===== src/source/lsu_pkg.sv =====
// Load/store unit shared types
package lsu_pkg;

   // ====================
   // Basic words
   // ====================
   typedef logic [31:0] word_t;
   typedef logic [4:0]  reg_idx_t;

   // funct3 width codes of LB/LH/LW/LBU/LHU and SB/SH/SW
   typedef enum logic [2:0] {
      acc_byte   = 3'b000,
      acc_half   = 3'b001,
      acc_word   = 3'b010,
      acc_byte_u = 3'b100,
      acc_half_u = 3'b101
   } access_t;

   // AHB-Lite HSIZE, only the first three codes are used here
   typedef logic [2:0] hsize_t;

   localparam logic [6:0] opcode_load  = 7'b0000011;
   localparam logic [6:0] opcode_store = 7'b0100011;

   // ====================
   // Instruction views
   // ====================
   typedef struct packed {
      logic [11:0] imm12;
      reg_idx_t    rs1;
      logic [2:0]  funct3;
      reg_idx_t    rd;
      logic [6:0]  opcode;
   } load_fmt_t;

   typedef struct packed {
      logic [6:0]  imm_hi;
      reg_idx_t    rs2;
      reg_idx_t    rs1;
      logic [2:0]  funct3;
      logic [4:0]  imm_lo;
      logic [6:0]  opcode;
   } store_fmt_t;

   // Same 32 bits read as I-type or S-type
   typedef union packed {
      load_fmt_t  load_fmt;
      store_fmt_t store_fmt;
   } inst_u;

   // Accepted memory operation
   typedef struct packed {
      logic     is_load;
      logic     is_store;
      access_t  width;
      reg_idx_t rd;
      word_t    addr;
      word_t    store_val;
   } lsu_op_t;

endpackage


===== src/source/lsu_decode.sv =====
// Load/store instruction decode
module lsu_decode (
   input  logic              clk,
   input  logic              rst_n,
   input  lsu_pkg::inst_u    instr,
   input  logic              instr_valid,
   input  lsu_pkg::word_t    rs1_data,
   input  lsu_pkg::word_t    rs2_data,
   input  logic              hready,
   output lsu_pkg::lsu_op_t  op,
   output logic              illegal_instruction
);
   import lsu_pkg::*;

   logic     accept;
   logic     is_ld;
   logic     is_st;
   word_t    imm_ld;
   word_t    imm_st;
   logic     load_q;
   logic     store_q;
   logic     illegal_q;
   access_t  width_q;
   reg_idx_t rd_q;
   word_t    addr_q;
   word_t    store_val_q;

   assign accept = instr_valid & hready;

   // Opcode sits at the same place in both views
   assign is_ld = (instr.load_fmt.opcode == opcode_load);
   assign is_st = (instr.store_fmt.opcode == opcode_store);

   // ====================
   // Immediate rebuild
   // ====================
   assign imm_ld = {{20{instr.load_fmt.imm12[11]}}, instr.load_fmt.imm12};
   assign imm_st = {{20{instr.store_fmt.imm_hi[6]}}, instr.store_fmt.imm_hi,
                    instr.store_fmt.imm_lo};

   always_ff @(posedge clk or negedge rst_n) begin
      if (!rst_n) begin
         load_q    <= 1'b0;
         store_q   <= 1'b0;
         illegal_q <= 1'b0;
      end else begin
         // Pulse lasts a single cycle whatever hready does next
         illegal_q <= accept & ~is_ld & ~is_st;
         if (hready) begin
            load_q  <= accept & is_ld;
            store_q <= accept & is_st;
         end
      end
   end

   always_ff @(posedge clk) begin
      if (accept) begin
         width_q     <= access_t'(instr.load_fmt.funct3);
         rd_q        <= instr.load_fmt.rd;
         addr_q      <= rs1_data + (is_st ? imm_st : imm_ld);
         store_val_q <= rs2_data;
      end
   end

   assign op.is_load   = load_q;
   assign op.is_store  = store_q;
   assign op.width     = width_q;
   assign op.rd        = rd_q;
   assign op.addr      = addr_q;
   assign op.store_val = store_val_q;

   assign illegal_instruction = illegal_q;

   // An illegal word must never start a transfer
   a_illegal_no_xfer : assert property (@(posedge clk) disable iff (!rst_n)
      $rose(illegal_instruction) |-> !(op.is_load || op.is_store));

endmodule


===== src/source/lsu_addr_phase.sv =====
// AHB-Lite address phase
module lsu_addr_phase (
   input  lsu_pkg::lsu_op_t  op,
   output lsu_pkg::word_t    haddr,
   output lsu_pkg::hsize_t   hsize,
   output logic              htrans,
   output logic              hwrite,
   output lsu_pkg::word_t    wdata_lanes,
   output lsu_pkg::access_t  width,
   output lsu_pkg::reg_idx_t rd_idx,
   output logic [1:0]        byte_off
);
   import lsu_pkg::*;

   localparam hsize_t hsize_byte = 3'd0;
   localparam hsize_t hsize_half = 3'd1;
   localparam hsize_t hsize_word = 3'd2;

   word_t byte_val;

   // ====================
   // Bus control
   // ====================
   assign htrans = op.is_load | op.is_store;
   assign hwrite = op.is_store;

   // Full address goes out, misalignment is not trapped
   assign haddr = op.addr;

   always_comb begin
      case (op.width)
         acc_byte, acc_byte_u: hsize = hsize_byte;
         acc_half, acc_half_u: hsize = hsize_half;
         // Unused funct3 codes fall back to a word
         default:              hsize = hsize_word;
      endcase
   end

   // ====================
   // Store lane steering
   // ====================
   assign byte_val = word_t'(op.store_val[7:0]);

   always_comb begin
      case (op.width)
         acc_byte, acc_byte_u: begin
            wdata_lanes = byte_val << {op.addr[1:0], 3'b000};
         end
         acc_half, acc_half_u: begin
            // Halfword position comes from bit 1 only
            if (op.addr[1]) begin
               wdata_lanes = {op.store_val[15:0], 16'h0000};
            end else begin
               wdata_lanes = {16'h0000, op.store_val[15:0]};
            end
         end
         default: begin
            wdata_lanes = op.store_val;
         end
      endcase
   end

   // State carried over to the data phase
   assign width    = op.width;
   assign rd_idx   = op.rd;
   assign byte_off = op.addr[1:0];

   // Size stays within the 32-bit bus
   always_comb begin
      if (htrans) begin
         a_hsize_range : assert (hsize <= hsize_word)
            else $error("hsize %0d exceeds word", hsize);
      end
   end

endmodule


===== src/source/lsu_data_phase.sv =====
// AHB-Lite data phase and load extraction
module lsu_data_phase (
   input  logic              clk,
   input  logic              rst_n,
   input  logic              hready,
   input  logic              htrans,
   input  logic              hwrite,
   input  lsu_pkg::word_t    wdata_lanes,
   input  lsu_pkg::access_t  width,
   input  lsu_pkg::reg_idx_t rd_idx,
   input  logic [1:0]        byte_off,
   input  lsu_pkg::word_t    hrdata,
   output lsu_pkg::word_t    hwdata,
   output logic              load_valid,
   output lsu_pkg::reg_idx_t load_rd,
   output lsu_pkg::word_t    load_data
);
   import lsu_pkg::*;

   logic       load_pend;
   access_t    width_q;
   reg_idx_t   rd_q;
   logic [1:0] off_q;
   word_t      wdata_q;
   logic [7:0] byte_sel;
   logic [15:0] half_sel;

   // ====================
   // Data-phase state
   // ====================
   always_ff @(posedge clk or negedge rst_n) begin
      if (!rst_n) begin
         load_pend <= 1'b0;
      end else if (hready) begin
         load_pend <= htrans & ~hwrite;
      end
   end

   // Held for the whole data phase while hready is low
   always_ff @(posedge clk) begin
      if (hready) begin
         width_q <= width;
         rd_q    <= rd_idx;
         off_q   <= byte_off;
         wdata_q <= wdata_lanes;
      end
   end

   assign hwdata = wdata_q;

   // Load completes on the edge that ends the data phase
   assign load_valid = load_pend & hready;
   assign load_rd    = rd_q;

   // ====================
   // Load extraction
   // ====================
   assign byte_sel = hrdata[{off_q, 3'b000} +: 8];
   assign half_sel = off_q[1] ? hrdata[31:16] : hrdata[15:0];

   always_comb begin
      case (width_q)
         acc_byte: begin
            load_data = {{24{byte_sel[7]}}, byte_sel};
         end
         acc_byte_u: begin
            load_data = {24'h000000, byte_sel};
         end
         acc_half: begin
            load_data = {{16{half_sel[15]}}, half_sel};
         end
         acc_half_u: begin
            load_data = {16'h0000, half_sel};
         end
         default: begin
            load_data = hrdata;
         end
      endcase
   end

   // No result may be reported inside a wait state
   a_no_load_in_wait : assert property (@(posedge clk) disable iff (!rst_n)
      !hready |-> !load_valid);

endmodule


===== src/source/lsu_top.sv =====
// Load/store unit top level
module lsu_top (
   input  logic              clk,
   input  logic              rst_n,
   input  lsu_pkg::inst_u    instr,
   input  logic              instr_valid,
   input  lsu_pkg::word_t    rs1_data,
   input  lsu_pkg::word_t    rs2_data,
   input  lsu_pkg::word_t    hrdata,
   input  logic              hready,
   output lsu_pkg::word_t    haddr,
   output lsu_pkg::hsize_t   hsize,
   output logic              htrans,
   output logic              hwrite,
   output lsu_pkg::word_t    hwdata,
   output logic              load_valid,
   output lsu_pkg::reg_idx_t load_rd,
   output lsu_pkg::word_t    load_data,
   output logic              illegal_instruction
);
   import lsu_pkg::*;

   lsu_op_t    op;
   word_t      wdata_lanes;
   access_t    width;
   reg_idx_t   rd_idx;
   logic [1:0] byte_off;

   // ====================
   // Decode stage
   // ====================
   lsu_decode u_decode (
      .clk                 (clk),
      .rst_n               (rst_n),
      .instr               (instr),
      .instr_valid         (instr_valid),
      .rs1_data            (rs1_data),
      .rs2_data            (rs2_data),
      .hready              (hready),
      .op                  (op),
      .illegal_instruction (illegal_instruction)
   );

   // Address phase is combinational from the decoded op
   lsu_addr_phase u_addr_phase (
      .op          (op),
      .haddr       (haddr),
      .hsize       (hsize),
      .htrans      (htrans),
      .hwrite      (hwrite),
      .wdata_lanes (wdata_lanes),
      .width       (width),
      .rd_idx      (rd_idx),
      .byte_off    (byte_off)
   );

   lsu_data_phase u_data_phase (
      .clk         (clk),
      .rst_n       (rst_n),
      .hready      (hready),
      .htrans      (htrans),
      .hwrite      (hwrite),
      .wdata_lanes (wdata_lanes),
      .width       (width),
      .rd_idx      (rd_idx),
      .byte_off    (byte_off),
      .hrdata      (hrdata),
      .hwdata      (hwdata),
      .load_valid  (load_valid),
      .load_rd     (load_rd),
      .load_data   (load_data)
   );

endmodule


===== config.mk =====
export PLATFORM = sky130hd
export DESIGN_NAME = lsu_top
export DESIGN_NICKNAME = d
export VERILOG_FILES = /design/src/source/lsu_pkg.sv /design/src/source/lsu_decode.sv /design/src/source/lsu_addr_phase.sv /design/src/source/lsu_data_phase.sv /design/src/source/lsu_top.sv
export SDC_FILE = /design/constraint.sdc
export NUM_CORES = 1
export LEC_CHECK = 0
export ABC_AREA = 0
export BUFFER_PORTS_ARGS = -buffer_cell sky130_fd_sc_hd__buf_2
export CAP_MARGIN = 20
export CELL_PAD_IN_SITES_DETAIL_PLACEMENT = 0
export CELL_PAD_IN_SITES_GLOBAL_PLACEMENT = 1
export CORE_UTILIZATION = 35
export CTS_CLUSTER_DIAMETER = 200
export CTS_CLUSTER_SIZE = 20
export DETAILED_ROUTE_END_ITERATION = 8
export PLACE_DENSITY_LB_ADDON = 0.2
export SYNTH_ARGS = -nofsm -noshare
export SYNTH_HDL_FRONTEND = slang
export SYNTH_HIERARCHICAL = 1
export SYNTH_SLANG_ARGS = --single-unit

===== constraint.sdc =====
create_clock -name clk -period 2.2 [get_ports clk]
set_input_delay 0.66 -clock clk [delete_from_list [all_inputs] [get_ports clk]]
set_output_delay 0.66 -clock clk [all_outputs]
set_load 0.01 [all_outputs]

==> flow_summary.yaml <==
status:
  status: "finished with violations"
  violations: "setup timing"
global_routing:
  grt_usage_pct: 18.8
  grt_pass1_vias: 5855
  grt_pass1_wl_mm: 29.7
  gr-total-overflow: 0
  antenna_found_initial: 7
  grt_start_max_net_pins: 40
clock_network:
  cts_tree: "built"
  worstSkewPairLatency_ns: 0.41
  clk_pin_slew_worst_paths_ns: 0.07
  cts_buffers: 17
  cts_root_buffer: "clkbuf_16"
  htree_levels: 4
  cts_buffer_depth: 2
  cts_sinks: 118
placed_design:
  finalWeightedCongestion: 0.845
  dpl.hpwl_mm: 14.5
  port_buffers: 233
  dpl.cell_count: 1153
  place_area_um2: 9010
setup_path:
  slowest_stage: "a211o_1"
  end_kind: "flop"
  critPathLaunch: "instr[3]"
  crit_chain: "buf_6 -> nor4_2 -> and3_1 -> nand2_2 -> mux2_4 -> ha_4 -> inv_2 -> fa_2 -> and2b_1 -> o2111ai_2 -> a311o_1 -> a211o_1 -> a21o_1 -> nand3b_1 -> a21o_1 -> a41oi_1"
  critPathMaxFanout: 3
  crit_required_ns: 2.35
  max_stage_delay_ns: 0.34
  ff2ff_path_depth: 4
  crit_type: "input port to flop"
  reg2reg_to: "u_data_phase/hwdata[10]"
  reg2reg_slack_ns: 0.73
  cpMostUsedCell: "a21o_1"
  startpoint_type: "input port"
  worstPathArrival_ns: 3.66
  r2r-start: "u_decode/addr_q[0]"
  cp-endpoint: "u_decode/addr_q[28]"
timing:
  rsz0062_at_grt: "yes"
  fin_crit_ns: 3.51
  finalSetupTns_ns: -34.49
  tightest_slew_ns: 0.508
  maxSlewHeadroom_pct: 66.1
  fin_ws_ns: -1.31
  finClkSkew_ns: 0.00459
  max_freq_mhz: 285
  finalHoldViolCount: 0
  setup_viol: 61
  slew_viol_final: 0
  fin_crit_sh_pct: 159
finish:
  fin_area_um2: 9980
  nFillCells: 1828
  drive_above_1_share_pct: 50.7
  final_cells: 1203
  fin_util_pct: 51.0
  final_nets: 1084
  area_delta_synth_final_pct: 42.0
logic_synthesis:
  synth_fp_nets: 778
  yosysSeqAreaShare_pct: 50.1
  syn_area_um2: 7030
  ys_warn_count: 6
  synth_area_leaders: "edfxtp_1 49%, ha_1 5.5%, buf_4 5.1%, a21oi_1 3.4%, nand2_1 2.9%"
  synth_top_area_share_pct: 48.7
  yosys.area.top_type: "edfxtp_1"
  yosysUniqueCellTypes: 70
  synth-seq-cells: 118
  synth_cells: 614
  async_flop_share_pct: 3.39
  synthFlopType: "edfxtp_1"
  syn_avg_cell_area_um2: 11.4
  synth_edf_count: 114
detailed_routing:
  wl_per_cell_um: 16.2
  first_iter_violations: 318
  route.met3.wl_mm: 1.57
  drc: 0
  dr.pass1.iters: 5
  dr_total_vias: 5907
  drt-total-wl_mm: 19.5
  m1WireLength_mm: 8.46
  drt-vias-per-instance: 4.91
  wl_met2_mm: 9.26
  maxUsedRoutingLayer: "met5"
  antenna_left: 0
floorplan:
  dieHeight_um: 144
  rows: 51
  core-area_um2: 19600
  initial_core_util_pct: 35.9
  die_area_um2: 20700
  die_w_um: 144
  io-pin-count: 240
power_and_ir_drop:
  vdd_drop_max_mv: 0.396
  p_leak_nw: 4.43
  p_per_area_nw_per_um2: 724
run:
  maxCapViolCount: 0
hold_path:
  min_path_type: "input port to asynchronous set/reset pin"
-- synth_stat cells, types with 13 or more instances --
library cell  count
edfxtp_1        114
nand2_1          55
a21oi_1          48
buf_4            48
ha_1             31
nor2_1           24
inv_1            20
xnor2_1          18
a32oi_1          16
nor2b_1          16
a21o_1           13
and2_1           13
-- per-stage QoR --
step / hold slack [ns] / power, W / setup WS [ns]
floorplan: 0.364 / 0.00375 / -1.41
global placement: 0.407 / 0.00436 / -1.69
detailed placement: 0.407 / 0.00438 / -1.77
CTS: 0.0193 / 0.00725 / -1.30
global route: 0.0206 / 0.00757 / -1.45
finish: 0.0412 / 0.00723 / -1.31
-- cells in the final DEF (no fill, tap or decap), types with 5 or more instances in the layout --
cell type / Yosys / layout
a21o_1: 13 / 13
a21oi_1: 48 / 41
a21oi_2: 0 / 7
a221o_1: 10 / 10
a221oi_2: 8 / 8
a22o_1: 12 / 12
a32oi_1: 16 / 12
and2_1: 13 / 12
and3_1: 6 / 6
buf_2: 7 / 230
buf_4: 48 / 112
buf_6: 4 / 11
clkbuf_16: 0 / 17
diode_2: 0 / 5
edfxtp_1: 114 / 114
ha_1: 31 / 27
inv_1: 20 / 19
mux2_2: 10 / 7
mux2_4: 0 / 5
nand2_1: 55 / 52
nand2b_1: 5 / 5
nand3_1: 8 / 7
nor2_1: 24 / 18
nor2_2: 0 / 6
nor2b_1: 16 / 14
nor3_1: 11 / 9
o21a_1: 7 / 6
o21ai_0: 12 / 7
o21bai_1: 6 / 5
xnor2_1: 18 / 18
xor2_1: 6 / 6
-- cell families after synthesis --
family,Yosys count,synth area share [%]
AOI/OAI and AO/OA,172,18.8
buffers and inverters,92,8.05
muxes,16,2.63
and+or+nand+nor,159,11.5
other,1,0.0534
adders and majority gates,32,5.80
xor gates and xnor gates,24,2.99
DFF,118,50.1
-- critical path, delay by kind of cell --
family / cells / cell delay, ns
adders and majority gates: 2 / 0.46
AOI/OAI and AO/OA: 6 / 1.27
buffers and inverters: 2 / 0.12
and+or+nand+nor: 5 / 0.93
muxes: 1 / 0.22
-- how the worst min path moves through the flow --
| stage | depth (start not counted) | endpoint | from | slack [ns] |
|---|---|---|---|---|
| after floorplan | 0 | u_data_phase/load_pend | rst_n | 0.36 |
| after global placement | 0 | u_data_phase/load_rd[0] | u_decode/rd_q[0] | 0.41 |
| after detailed placement | 0 | u_data_phase/load_rd[4] | u_decode/rd_q[4] | 0.41 |
| after CTS | 1 | u_decode/illegal_instruction | rst_n | 0.02 |
| after global routing | 1 | u_decode/load_q | rst_n | 0.02 |
| final | 1 | u_decode/illegal_instruction | rst_n | 0.04 |
-- layer usage --
metal / up-vias / track usage [%]
met2: 221 / 31.8
li1: 2916 / -
met3: 23 / 6.70
met4: 6 / 5.49
met5: - / 0
met1: 2741 / 22.5
-- area by class of cell --
type,count,area [µm²],area share [%]
repair buffers,357,2200,22.0
inverters,20,75.1,0.752
diodes,5,12.5,0.125
clock inverters,15,168,1.68
clock buffers,17,425,4.26
well taps,265,332,3.32
multi-input cells,406,3250,32.6
flip-flops and latches,118,3520,35.3
-- sequential cells by signal (all words and copies together) (netlist names) --
signal	flops
u_decode/width_q	3
u_decode/illegal_instruction	1
u_data_phase/hwdata	32
u_decode/addr_q	32
u_decode/store_q	1
u_data_phase/load_rd	5
u_decode/store_val_q	32
u_decode/load_q	1
u_data_phase/load_pend	1
u_data_phase/off_q	2
u_data_phase/width_q	3
u_decode/rd_q	5
-- what timing repair did --
| item | in CTS | in global routing |
|---|---|---|
| hold buffers | 0 | 0 |
| gates resized for setup | 32 | 27 |
| setup buffers | 10 | 2 |
| endpoints found under the setup margin | 61 | 61 |
| pin swaps | 26 | 23 |
| gates cloned | 0 | 2 |
-- power by group --
| group | switching (W) | total, W | internal (W) |
|---|---|---|---|
| Combinational | 0.000846 | 0.00167 | 0.000826 |
| Sequential | 0.0000760 | 0.00278 | 0.00271 |
| Clock | 0.00108 | 0.00277 | 0.00169 |
| Total | 0.00200 | 0.00723 | 0.00522 |
(Power assumes the default switching activity.)
